**src/design/qsim_macros.svh**
```systemverilog
`ifndef QSIM_MACROS_SVH
`define QSIM_MACROS_SVH

// ------------------------------
// problem size limits
// ------------------------------

// largest qubit count accepted in the header
`define QSIM_MAX_QUBITS 4

// ------------------------------
// sram geometry
// ------------------------------

// one sram word, header or complex amplitude
`define QSIM_WORD_W 32
`define QSIM_ADDR_W 16

// ------------------------------
// fixed point format
// ------------------------------

// signed q1.14 per real / imag part
`define QSIM_AMP_W 16
`define QSIM_FRAC_W 14

// read address issue to accumulator holding that element
`define QSIM_PIPE_DEPTH 4

`endif

```
**src/design/qsim_pkg.sv**
```systemverilog
`include "qsim_macros.svh"
`default_nettype none

package qsim_pkg;

  // ------------------------------
  // data words
  // ------------------------------

  // complex amplitude, real part in the upper half
  typedef struct packed {
    logic signed [`QSIM_AMP_W-1:0] re;
    logic signed [`QSIM_AMP_W-1:0] im;
  } qsim_amp_t;

  // job header, only found at input address 0
  typedef struct packed {
    logic [`QSIM_WORD_W/2-1:0] num_qubits;
    logic [`QSIM_WORD_W/2-1:0] num_gates;
  } qsim_hdr_t;

  // same sram word, header view or amplitude view
  typedef union packed {
    qsim_hdr_t hdr;
    qsim_amp_t amp;
  } qsim_word_u;

  // ------------------------------
  // sram ports and pipeline tag
  // ------------------------------

  typedef struct packed {
    logic [`QSIM_ADDR_W-1:0] addr;
  } qsim_rd_port_t;

  typedef struct packed {
    logic                    en;
    logic [`QSIM_ADDR_W-1:0] addr;
    qsim_word_u              data;
  } qsim_wr_port_t;

  // rides along with each matrix element
  typedef struct packed {
    logic valid;
    logic first;
    logic last;
  } qsim_tag_t;

endpackage

`default_nettype wire

```
**src/design/qsim_controller.sv**
```systemverilog
`include "qsim_macros.svh"
`default_nettype none

module qsim_controller import qsim_pkg::*; (
  input  logic                        clk,
  input  logic                        reset_n,
  input  logic                        dut_valid,
  output logic                        dut_ready,
  output qsim_rd_port_t               hdr_rd,
  input  qsim_word_u                  hdr_data,
  output logic                        start_pass,
  output logic [`QSIM_MAX_QUBITS:0]   q_dim,
  output logic [`QSIM_MAX_QUBITS-1:0] mask,
  output logic [`QSIM_ADDR_W-1:0]     gate_offset,
  output logic                        src_scratch,
  input  logic                        pass_issued
);

  localparam int QW      = $clog2(`QSIM_MAX_QUBITS + 1);
  localparam int HALF_W  = `QSIM_WORD_W / 2;
  localparam int DRAIN_W = $clog2(`QSIM_PIPE_DEPTH + 1);

  typedef enum logic [2:0] {
    S_IDLE,
    S_HDR_RD,
    S_HDR_CAP,
    S_PASS,
    S_DRAIN,
    S_NEXT
  } state_t;

  state_t                      state;
  state_t                      state_nxt;
  logic                        dut_ready_q;
  logic                        job_start;
  logic [QW-1:0]               num_qubits;
  logic [HALF_W-1:0]           gates_left;
  logic [DRAIN_W-1:0]          drain_cnt;
  logic [2*`QSIM_MAX_QUBITS:0] q_sq;
  logic [`QSIM_ADDR_W-1:0]     gate_step;

  // header always sits at word 0
  assign hdr_rd.addr = '0;

  assign dut_ready = dut_ready_q;
  assign job_start = (state == S_IDLE) && dut_valid && dut_ready_q;

  // ------------------------------
  // matrix geometry from Q
  // ------------------------------
  assign q_dim = {{`QSIM_MAX_QUBITS{1'b0}}, 1'b1} << num_qubits;
  // low bits of 2^Q minus one, Q=4 wraps to all ones
  assign mask  = q_dim[`QSIM_MAX_QUBITS-1:0] - 1'b1;
  // 4^Q elements per gate
  assign q_sq      = q_dim * q_dim;
  assign gate_step = {{(`QSIM_ADDR_W-2*`QSIM_MAX_QUBITS-1){1'b0}}, q_sq};

  // kick the address generator on entry to a pass
  assign start_pass = ((state == S_HDR_CAP) || (state == S_NEXT)) && (gates_left != '0);

  // ------------------------------
  // next state
  // ------------------------------
  always_comb begin
    state_nxt = state;
    case (state)
      S_IDLE:    if (job_start) state_nxt = S_HDR_RD;
      // sram returns word 0 this cycle
      S_HDR_RD:  state_nxt = S_HDR_CAP;
      S_HDR_CAP: state_nxt = (gates_left == '0) ? S_IDLE : S_PASS;
      S_PASS:    if (pass_issued) state_nxt = S_DRAIN;
      // last row still in the mac
      S_DRAIN:   if (drain_cnt == '0) state_nxt = S_NEXT;
      S_NEXT:    state_nxt = (gates_left == '0) ? S_IDLE : S_PASS;
      default:   state_nxt = S_IDLE;
    endcase
  end

  // ------------------------------
  // state and job registers
  // ------------------------------
  always_ff @(posedge clk) begin
    if (!reset_n) begin
      state       <= S_IDLE;
      dut_ready_q <= 1'b0;
      num_qubits  <= '0;
      gates_left  <= '0;
      drain_cnt   <= '0;
      gate_offset <= '0;
      src_scratch <= 1'b0;
    end else begin
      state       <= state_nxt;
      // ready tracks idle one cycle behind reset release
      dut_ready_q <= (state_nxt == S_IDLE);
      if (job_start) begin
        gate_offset <= '0;
        src_scratch <= 1'b0;
      end
      // header word valid on the read data now
      if (state == S_HDR_RD) begin
        num_qubits <= hdr_data.hdr.num_qubits[QW-1:0];
        gates_left <= hdr_data.hdr.num_gates;
      end
      if ((state == S_PASS) && pass_issued) begin
        gates_left <= gates_left - 1'b1;
        drain_cnt  <= DRAIN_W'(`QSIM_PIPE_DEPTH);
      end
      if (state == S_DRAIN) begin
        if (drain_cnt == '0) begin
          // pass end, swap ping-pong and move to next gate
          src_scratch <= ~src_scratch;
          gate_offset <= gate_offset + gate_step;
        end else begin
          drain_cnt <= drain_cnt - 1'b1;
        end
      end
    end
  end

endmodule

`default_nettype wire

```
**src/design/qsim_addr_gen.sv**
```systemverilog
`include "qsim_macros.svh"
`default_nettype none

module qsim_addr_gen import qsim_pkg::*; (
  input  logic                        clk,
  input  logic                        reset_n,
  input  logic                        start_pass,
  input  logic [`QSIM_MAX_QUBITS:0]   q_dim,
  input  logic [`QSIM_MAX_QUBITS-1:0] mask,
  input  logic [`QSIM_ADDR_W-1:0]     gate_offset,
  input  logic                        src_scratch,
  output qsim_rd_port_t               gate_rd,
  output qsim_rd_port_t               state_rd,
  output logic                        state_sel,
  output qsim_tag_t                   tag,
  output logic                        pass_issued
);

  logic [2*`QSIM_MAX_QUBITS-1:0] elem_cnt;
  logic [2*`QSIM_MAX_QUBITS:0]   elem_total;
  logic [`QSIM_MAX_QUBITS-1:0]   col;
  logic                          active;
  logic                          is_last;
  logic                          sel_q;

  // ------------------------------
  // element counter
  // ------------------------------

  // 4^Q elements, row major
  assign elem_total = q_dim * q_dim;
  assign is_last    = ({1'b0, elem_cnt} == (elem_total - 1'b1));

  always_ff @(posedge clk) begin
    if (!reset_n) begin
      active   <= 1'b0;
      elem_cnt <= '0;
      sel_q    <= 1'b0;
    end else if (start_pass) begin
      active   <= 1'b1;
      elem_cnt <= '0;
      // source buffer fixed for the whole pass
      sel_q    <= src_scratch;
    end else if (active) begin
      if (is_last) begin
        active <= 1'b0;
      end else begin
        elem_cnt <= elem_cnt + 1'b1;
      end
    end
  end

  // ------------------------------
  // read addresses
  // ------------------------------

  // column index j within the current row
  assign col = elem_cnt[`QSIM_MAX_QUBITS-1:0] & mask;

  assign gate_rd.addr = gate_offset
                      + {{(`QSIM_ADDR_W-2*`QSIM_MAX_QUBITS){1'b0}}, elem_cnt};

  // input sram keeps the header at 0, so state starts at 1 there
  assign state_rd.addr = {{(`QSIM_ADDR_W-`QSIM_MAX_QUBITS){1'b0}}, col}
                       + {{(`QSIM_ADDR_W-1){1'b0}}, ~sel_q};

  assign state_sel = sel_q;

  // first / last column mark row start and row end
  assign tag = '{
    valid: active,
    first: active & (col == '0),
    last:  active & (col == mask)
  };

  assign pass_issued = active & is_last;

endmodule

`default_nettype wire

```
**src/design/qsim_cmac.sv**
```systemverilog
`include "qsim_macros.svh"
`default_nettype none

module qsim_cmac import qsim_pkg::*; (
  input  logic       clk,
  input  logic       reset_n,
  input  qsim_word_u gate_data,
  input  qsim_word_u input_data,
  input  qsim_word_u scratch_data,
  input  qsim_tag_t  tag_in,
  input  logic       state_sel,
  output qsim_amp_t  result,
  output logic       result_last
);

  localparam int AW = `QSIM_AMP_W;

  // tag at each stage
  qsim_tag_t            tag_d;
  qsim_tag_t            tag_s1;
  qsim_tag_t            tag_s2;
  qsim_tag_t            tag_acc;
  logic                 sel_d;
  // gate element and state element
  qsim_amp_t            g_s1;
  qsim_amp_t            s_s1;
  logic signed [AW-1:0] p_rr;
  logic signed [AW-1:0] p_ii;
  logic signed [AW-1:0] p_ri;
  logic signed [AW-1:0] p_ir;
  logic signed [AW-1:0] sum_re;
  logic signed [AW-1:0] sum_im;
  qsim_amp_t            acc;

  // full product, arithmetic shift, keep 16 bits
  function automatic logic signed [AW-1:0] fx_mul(input logic signed [AW-1:0] x,
                                                   input logic signed [AW-1:0] y);
    logic signed [2*AW-1:0] full;
    full = x * y;
    return full[`QSIM_FRAC_W +: AW];
  endfunction

  // ------------------------------
  // tag pipeline
  // ------------------------------
  always_ff @(posedge clk) begin
    if (!reset_n) begin
      tag_d   <= '0;
      sel_d   <= 1'b0;
      tag_s1  <= '0;
      tag_s2  <= '0;
      tag_acc <= '0;
    end else begin
      // one cycle of sram latency
      tag_d   <= tag_in;
      sel_d   <= state_sel;
      tag_s1  <= tag_d;
      tag_s2  <= tag_s1;
      tag_acc <= tag_s2;
    end
  end

  // ------------------------------
  // stages 1 and 2
  // ------------------------------
  always_ff @(posedge clk) begin
    // operand select by ping-pong source
    g_s1 <= gate_data.amp;
    s_s1 <= sel_d ? scratch_data.amp : input_data.amp;
    // four partial products
    p_rr <= fx_mul(g_s1.re, s_s1.re);
    p_ii <= fx_mul(g_s1.im, s_s1.im);
    p_ri <= fx_mul(g_s1.re, s_s1.im);
    p_ir <= fx_mul(g_s1.im, s_s1.re);
  end

  // ------------------------------
  // stage 3, accumulate
  // ------------------------------
  assign sum_re = p_rr - p_ii;
  assign sum_im = p_ri + p_ir;

  always_ff @(posedge clk) begin
    if (tag_s2.valid) begin
      // column 0 starts a fresh row sum
      if (tag_s2.first) begin
        acc.re <= sum_re;
        acc.im <= sum_im;
      end else begin
        acc.re <= acc.re + sum_re;
        acc.im <= acc.im + sum_im;
      end
    end
  end

  assign result      = acc;
  assign result_last = tag_acc.valid & tag_acc.last;

endmodule

`default_nettype wire

```
**src/design/qsim_write_back.sv**
```systemverilog
`include "qsim_macros.svh"
`default_nettype none

module qsim_write_back import qsim_pkg::*; (
  input  logic          clk,
  input  logic          reset_n,
  input  logic          start_pass,
  input  logic          src_scratch,
  input  qsim_amp_t     result,
  input  logic          result_last,
  output qsim_wr_port_t out_wr,
  output qsim_wr_port_t scratch_wr,
  output qsim_wr_port_t input_wr
);

  logic [`QSIM_ADDR_W-1:0] row_cnt;
  logic [`QSIM_ADDR_W-1:0] wr_row_q;
  qsim_word_u              wr_data_q;
  logic                    src_q;
  logic                    out_en_q;
  logic                    scr_en_q;
  logic                    inp_en_q;

  // ------------------------------
  // row counter and enables
  // ------------------------------
  always_ff @(posedge clk) begin
    if (!reset_n) begin
      row_cnt  <= '0;
      src_q    <= 1'b0;
      out_en_q <= 1'b0;
      scr_en_q <= 1'b0;
      inp_en_q <= 1'b0;
    end else begin
      out_en_q <= result_last;
      // ping-pong target is the buffer not being read
      scr_en_q <= result_last & ~src_q;
      inp_en_q <= result_last & src_q;
      if (start_pass) begin
        row_cnt <= '0;
        src_q   <= src_scratch;
      end else if (result_last) begin
        row_cnt <= row_cnt + 1'b1;
      end
    end
  end

  // row address and amplitude
  always_ff @(posedge clk) begin
    if (result_last) begin
      wr_row_q      <= row_cnt;
      wr_data_q.amp <= result;
    end
  end

  assign out_wr     = '{en: out_en_q, addr: wr_row_q, data: wr_data_q};
  assign scratch_wr = '{en: scr_en_q, addr: wr_row_q, data: wr_data_q};
  // skip the header word
  assign input_wr   = '{en: inp_en_q, addr: wr_row_q + 1'b1, data: wr_data_q};

endmodule

`default_nettype wire

```
**src/design/qsim_top.sv**
```systemverilog
`include "qsim_macros.svh"
`default_nettype none

module qsim_top import qsim_pkg::*; (
  input  logic          clk,
  input  logic          reset_n,
  // job handshake
  input  logic          dut_valid,
  output logic          dut_ready,
  // input state sram
  output qsim_rd_port_t input_rd,
  output qsim_wr_port_t input_wr,
  input  qsim_word_u    input_rd_data,
  // scratchpad sram
  output qsim_rd_port_t scratch_rd,
  output qsim_wr_port_t scratch_wr,
  input  qsim_word_u    scratch_rd_data,
  // gates sram, read only
  output qsim_rd_port_t gates_rd,
  input  qsim_word_u    gates_rd_data,
  // output state sram, write only
  output qsim_wr_port_t out_wr
);

  qsim_rd_port_t               hdr_rd;
  qsim_rd_port_t               state_rd;
  logic                        start_pass;
  logic [`QSIM_MAX_QUBITS:0]   q_dim;
  logic [`QSIM_MAX_QUBITS-1:0] mask;
  logic [`QSIM_ADDR_W-1:0]     gate_offset;
  logic                        src_scratch;
  logic                        pass_issued;
  logic                        state_sel;
  qsim_tag_t                   tag;
  qsim_amp_t                   result;
  logic                        result_last;

  // ------------------------------
  // read port sharing
  // ------------------------------

  // header address while idle, state stream otherwise
  assign input_rd   = dut_ready ? hdr_rd : state_rd;
  assign scratch_rd = state_rd;

  qsim_controller u_ctrl (
    .clk         (clk),
    .reset_n     (reset_n),
    .dut_valid   (dut_valid),
    .dut_ready   (dut_ready),
    .hdr_rd      (hdr_rd),
    .hdr_data    (input_rd_data),
    .start_pass  (start_pass),
    .q_dim       (q_dim),
    .mask        (mask),
    .gate_offset (gate_offset),
    .src_scratch (src_scratch),
    .pass_issued (pass_issued)
  );

  qsim_addr_gen u_agen (
    .clk         (clk),
    .reset_n     (reset_n),
    .start_pass  (start_pass),
    .q_dim       (q_dim),
    .mask        (mask),
    .gate_offset (gate_offset),
    .src_scratch (src_scratch),
    .gate_rd     (gates_rd),
    .state_rd    (state_rd),
    .state_sel   (state_sel),
    .tag         (tag),
    .pass_issued (pass_issued)
  );

  // ------------------------------
  // datapath
  // ------------------------------
  qsim_cmac u_cmac (
    .clk          (clk),
    .reset_n      (reset_n),
    .gate_data    (gates_rd_data),
    .input_data   (input_rd_data),
    .scratch_data (scratch_rd_data),
    .tag_in       (tag),
    .state_sel    (state_sel),
    .result       (result),
    .result_last  (result_last)
  );

  qsim_write_back u_wb (
    .clk         (clk),
    .reset_n     (reset_n),
    .start_pass  (start_pass),
    .src_scratch (src_scratch),
    .result      (result),
    .result_last (result_last),
    .out_wr      (out_wr),
    .scratch_wr  (scratch_wr),
    .input_wr    (input_wr)
  );

endmodule

`default_nettype wire

```
**config.mk**
```make
export PLATFORM = sky130hd
export DESIGN_NAME = qsim_top
export DESIGN_NICKNAME = d
export VERILOG_FILES = /design/src/design/qsim_pkg.sv /design/src/design/qsim_controller.sv /design/src/design/qsim_addr_gen.sv /design/src/design/qsim_cmac.sv /design/src/design/qsim_write_back.sv /design/src/design/qsim_top.sv
export VERILOG_INCLUDE_DIRS = /design/src /design/src/design
export SDC_FILE = /design/constraint.sdc
export NUM_CORES = 2
export LEC_CHECK = 0
export BUFFER_PORTS_ARGS = -buffer_cell sky130_fd_sc_hd__buf_2
export CAP_MARGIN = 20
export CORE_UTILIZATION = 60
export DETAILED_ROUTE_END_ITERATION = 8
export GPL_TIMING_DRIVEN = 0
export PLACE_DENSITY = 0.79
export RECOVER_POWER = 25
export SETUP_SLACK_MARGIN = 0.3
export SLEW_MARGIN = 40
export SYNTH_ARGS = -nofsm -noshare
export SYNTH_HDL_FRONTEND = slang
export SYNTH_HIERARCHICAL = 1
export SYNTH_SLANG_ARGS = --single-unit
```
**constraint.sdc**
```tcl
create_clock -name clk -period 17.9 [get_ports clk]
set_input_delay 3.58 -clock clk [delete_from_list [all_inputs] [get_ports clk]]
set_output_delay 3.58 -clock clk [all_outputs]
set_load 0.005 [all_outputs]
```
* Word-level counts from Yosys, hierarchy flattened
Index checks and enable logic that the tools add are counted.
** Operators by class
- Add/sub/neg operators :: 14
- Multipliers :: 5
- Div/mod/pow operators :: 0
- Order comparisons :: 0
- Equal/unequal tests :: 7
- Shift-type cells :: 1
- Mux-type cells :: 22
- Bitwise logic cells :: 11
- Reduce and logical (&&, ||, !) cells :: 15
** Operators with widths (number)
- $mul 16x16->30 :: 4
- $mux 16 :: 6
- $mux 32 :: 2
- $add 16x16->16 :: 3
- $add 16x1->16 const B :: 2
- $mux 3 :: 6
- $add 16x8->16 :: 1
- $add 16x9->16 :: 1
- $logic_not 16->1 :: 1
- $reduce_bool 16->1 :: 1
- $sub 16x1->16 const B :: 1
- $sub 16x16->16 :: 1
- $pmux 3 s5 :: 1
- $eq 8x9->1 :: 1
- $logic_not 3->1 :: 3
- $mul 5x5->9 :: 1
- $sub 9x1->9 const B :: 1
- $add 8x1->8 const B :: 1
- $and 1x1->1 :: 6
- $eq 3x2->1 const B :: 2
- $eq 3x3->1 const B :: 2
- $mux 1 :: 6
- $add 4x1->5 :: 1
- $shl 1x3->5 const A :: 1
- 13 further kinds :: 20
** Word-level totals
- Flip-flop bits (word level) :: 292
- Bits in latches :: 0
- Memory bits (writable) :: 0
- Memory bits (read-only) :: 0
- Input port bits :: 99
- Output and inout port bits :: 196
- Memories :: 0

* Logic depth before layout (Yosys ltp)
- Depth after elaboration :: 9
- Depth in mapped cells :: 26
- Depth with buffers taken out :: 25

* Cells and area by module
The synthesis kept the hierarchy.
** Modules (own cells, without submodules)
- qsim_cmac :: instances 1, cells an instance 4596, area each 43058.8 µm², sequential area each 3763.6 µm²
- qsim_write_back :: instances 1, cells an instance 261, area each 3174.3 µm², sequential area each 1841.8 µm²
- qsim_controller :: instances 1, cells an instance 345, area each 2877.8 µm², sequential area each 860.8 µm²
- qsim_addr_gen :: instances 1, cells an instance 224, area each 1699.1 µm², sequential area each 200.2 µm²
- qsim_top :: instances 1, cells an instance 18, area each 249.0 µm², sequential area each 0.0 µm²

* Worst setup path after synthesis
No wires, ideal clock.
- Kind :: register to register
- Start :: register u_cmac/s_s1[1] (netlist bit)
- End :: register u_cmac.p_ri[15]
- Library setup time :: 0.126 ns
- Arrival :: 6.017 ns
- Data required time :: 17.774 ns
- Slack :: 11.757 ns
- Stages on the path, launching flop included :: 24
- Buffers on the path :: 2
- Clock period less this slack :: 6.143 ns
- Path through :: dfxtp_1 -> clkbuf_1 -> clkbuf_1 -> nand2_1 -> fa_1 -> fa_1 -> fa_1 -> inv_1 -> fa_1 -> fa_1 -> inv_1 -> fa_1 -> inv_1 -> ha_1 -> or3_1 -> a221oi_2 -> o211ai_1 -> and3_1 -> o2111ai_2 -> a311oi_1 -> o21a_1 -> o21a_1 -> o41ai_2 -> xnor2_1
** Between the ends
- Word-level cells in the longest chain between the ends :: 1
** RTL lines
- start: declaration :: RTL line qsim_cmac.sv:26 : qsim_amp_t s_s1;
- start signal: assignment :: RTL line qsim_cmac.sv:69 : s_s1 <= sel_d ? scratch_data.amp : input_data.amp;
- $mul 16x16->30 :: RTL line qsim_cmac.sv:39 : full = x * y;
- end signal: assignment :: RTL line qsim_cmac.sv:73 : p_ri <= fx_mul(g_s1.re, s_s1.im);
- end: declaration :: RTL line qsim_cmac.sv:29 : logic signed [AW-1:0] p_ri;
Every way passes these cells.
A chain may end at the register's enable or synchronous reset.

* Final worst setup path
- Start :: register u_cmac/s_s1[17] (netlist bit)
- End :: register u_cmac.p_ir[15]
** Between the ends
- Word-level cells in the longest chain between the ends :: 1
** RTL lines
- $mul 16x16->30 :: RTL line qsim_cmac.sv:39
- end signal: assignment :: RTL line qsim_cmac.sv:74 : p_ir <= fx_mul(g_s1.im, s_s1.re);
- end: declaration :: RTL line qsim_cmac.sv:30 : logic signed [AW-1:0] p_ir;
Every way passes these cells.

==> summary.txt <==
Synth
  • Share of the synthesized area in the top cell type: 39.2%
  • Syn Std Cell Area: 51100 sq um
  • Seq/Total Area, Yosys: 13.1%
  • Post-synth ARST share: 0%
  • Primary FF master, synth: dfxtp_1
  • Cell count after synthesis: 5444
  • Post-synth EDFFs: 80
  • Synthesized flop and latch total: 293
  • Cell variety after synth: 97
  • Syn. warnings: 6
  • Area leader, netlist: fa_1
  • Mean Syn Cell Area: 9.38 sq um
  • Synth area leaders: fa_1, ha_1, inv_1

Timing
  • Final Max Tran Viols: 45
  • Total Neg Setup Slack: 0 ns
  • Slew headroom: -57.5%
  • Fmax: 123 MHz
  • Tmin final: 8.10 ns
  • Clock Skew: 0.0171 ns
  • Final period util: 45.3%
  • Worst Max-Slew Pin Slew: 2.36 ns
  • RSZ-0062 raised after global routing: no
  • Final setup vio count: 0
  • Final hold viol count: 0

Global routing
  • GRT Util Overall: 37.0%
  • Antenna violations before repair: 16
  • Met2 Resource Use GR: 59.3%
  • Global route total overflow: 0
  • Met3 GRT Util: 9.83%
  • Vias in the first global route: 41900
  • Met1 capacity usage during global routing: 43.5%
  • Grt peak-use layer: met2
  • First-pass GRT wire length: 237000 microns
  • Largest net degree at the start of global routing: 45

Placement
  • I/O Buffers: 272
  • Final GP Congestion: 1.03
  • Dpl cell area: 54100 sq um
  • DP Wirelength: 124000 microns

Route
  • # DRC: 1
  • Post-route ant nets: 0
  • TritonRoute pass-1 iters: 8
  • WL per Instance: 21.9 microns
  • Vias: 38900
  • 1st-iter DRT viols: 2746
  • Routed wire length: 152000 microns
  • Drt via density: 5.58

Cells and area
  • Final #Nets: 7302
  • Share of cells above drive strength 1: 10.4%
  • Synth-to-Final Area Change: 8.54%
  • Multi-input gate area: 38200 sq um
  • Fillers: 6753
  • FF/Latch Area: 6670 sq um
  • Core Util, Final: 66.0%
  • Final Cell Area: 55400 sq um

Setup path
  • Critical Path Start Type: register
  • Worst setup path endpoint: u_cmac/p_ir[15]
  • Reg-to-Reg Start: u_cmac/s_s1[17]
  • Crit path launch: u_cmac/s_s1[17]
  • Critical Path Sink Type: register
  • Crit Path Class: register to register
  • Worst EP required: 18.37 ns
  • CP arrival: 8.57 ns
  • R2R Setup Slk: 9.80 ns
  • Worst R2R End: u_cmac/p_ir[15]
  • FF-to-FF path depth: 21
  • CP Max Fanout: 10

Floorplanning
  • Die area: 86300 sq um
  • Core Area: 84000 sq um
  • Die Wd: 294 microns
  • Core Rows: 106
  • Starting Density: 60.8%
  • IO Count: 295
  • Die Height: 294 microns

Clock network
  • CTS resizes: 0
  • Hold_buf cts: 0
  • Worst-Skew Late Latency: 0.58 ns
  • Cts bufs inserted: 37
  • # clock sinks: 293
  • Post CTS Setup Buffer Count: 0
  • CTS tree: done
  • Clk root buf: clkbuf_16
  • CTS max path bufs: 3
  • Clock-pin slew on the worst setup and hold paths: 0.06 ns
  • H-tree Lvls: 2

Outcome
  • Status: finished with violations
  • Failing checks: DRC, capacitance limit, slew limit

Flow run
  • Max-Cap Viols: 1

Hold path
  • Hold Crit Class: register to register
worst max-delay path, stage by stage (launching register included):
cell,delay (ns)
dfxtp_1,0.55
clkbuf_1,0.58
clkbuf_1,0.73
nand2_1,0.18
fa_1,0.54
fa_1,0.57
fa_1,0.45
fa_1,0.55
inv_1,0.05
fa_1,0.50
fa_1,0.41
ha_1,0.20
a2111oi_0,0.58
a21oi_1,0.09
o211ai_1,0.20
o21ai_1,0.19
o21ai_1,0.31
nand3_1,0.18
a41oi_1,0.48
o21ai_0,0.28
a21oi_1,0.25
xnor2_1,0.10
synthesized netlist by cell type (all sizes together), types with 5 or more instances:
library cell  count
inv            1212
fa              999
nand2           571
and2            506
ha              409
clkbuf          215
dfxtp           213
xnor2           162
nor2            149
buf             126
a21oi           114
o21ai            87
edfxtp           80
xor2             67
nand3            61
mux2             60
a21o             39
nand2b           38
nor2b            34
nor3             34
or3              27
o21a             25
and3             18
a21boi           16
nand4            16
o21bai           16
a22oi            10
nor4             10
o211ai            9
or2               9
a31oi             8
a41oi             7
and4              7
nor3b             7
or4               6
a31o              5
layout by cell type (no fill, tap or decap), types with 80 or more instances in the layout:
master,count
ha_1,409
dfxtp_1,213
o21ai_0,82
edfxtp_1,80
fa_1,999
clkbuf_1,182
nand2_1,570
and2_1,505
inv_1,1212
buf_2,278
nor2_1,147
a21oi_1,111
xnor2_1,162
buf_4,114
per-stage QoR:
step | worst slack [ns] | hold slack, ns | std cells
after floorplan | 11.76 | 0.405 | 5479
after global placement | 10.04 | 0.419 | 6885
after detailed placement | 9.88 | 0.420 | 6890
after CTS | 9.89 | 0.428 | 6957
after global routing | 9.40 | 0.438 | 6958
final | 9.80 | 0.433 | 6968
sequential cells by signal, indices dropped and copies added, names as in the netlist, 2 cells and up:
name                flops
u_cmac/g_s1            32
u_cmac/result          32
u_cmac/s_s1            32
u_wb/wr_data_q         32
u_cmac/p_ii            16
u_cmac/p_ir            16
u_cmac/p_ri            16
u_cmac/p_rr            16
u_ctrl/gate_offset     16
u_ctrl/gates_left      16
u_wb/row_cnt           16
u_wb/wr_row_q          16
u_agen/elem_cnt         8
u_cmac/tag_d            3
u_cmac/tag_s1           3
u_cmac/tag_s2           3
u_ctrl/drain_cnt        3
u_ctrl/num_qubits       3
u_ctrl/state            3
u_cmac/tag_acc          2
worst min path at each step:
stage,startpoint,endpoint,slack [ns],cells past startpoint
after floorplan,u_wb/src_q,u_wb/scr_en_q,0.41,1
after global placement,u_cmac/tag_s1[2],u_cmac/tag_s2[2],0.42,1
after detailed placement,u_cmac/tag_d[2],u_cmac/tag_s1[2],0.42,1
after CTS,u_cmac/tag_d[2],u_cmac/tag_s1[2],0.43,1
after global routing,u_cmac/tag_d[2],u_cmac/tag_s1[2],0.44,1
final,u_cmac/tag_d[1],u_cmac/tag_s1[1],0.43,1
per-layer routing:
| layer | wire length, microns | up-vias |
|---|---|---|
| met1 | 53000 | 19200 |
| met3 | 16800 | 643 |
| met2 | 69800 | 2052 |
| li1 | - | 16900 |
| met5 | 134 | - |
| met4 | 12800 | 20 |
kinds of logic after synthesis:
| family | count (synthesis) | share of synthesized area, % |
|---|---|---|
| buf+inv | 1553 | 12.4 |
| simple gates | 1509 | 15.0 |
| fa+ha+maj | 1408 | 49.2 |
| compound gates | 384 | 4.89 |
| flops | 293 | 13.1 |
| xor+xnor | 230 | 3.97 |
| mux | 64 | 1.48 |
| other cells | 3 | 0.0221 |
layout make-up:
class,instances,area share [%]
Inverter,1212,8.21
Clock buffer,53,2.06
Multi-Input combinational cell,3633,69.0
Buffer,341,3.26
Antenna cell,11,0.0497
Tap cell,1134,2.56
Sequential cell,293,12.0
Clock inverter,14,0.305
Timing Repair Buffer,277,2.55
Power is not shown: default switching activity piles up to over one toggle a cycle in this logic, so the estimate is an artifact.
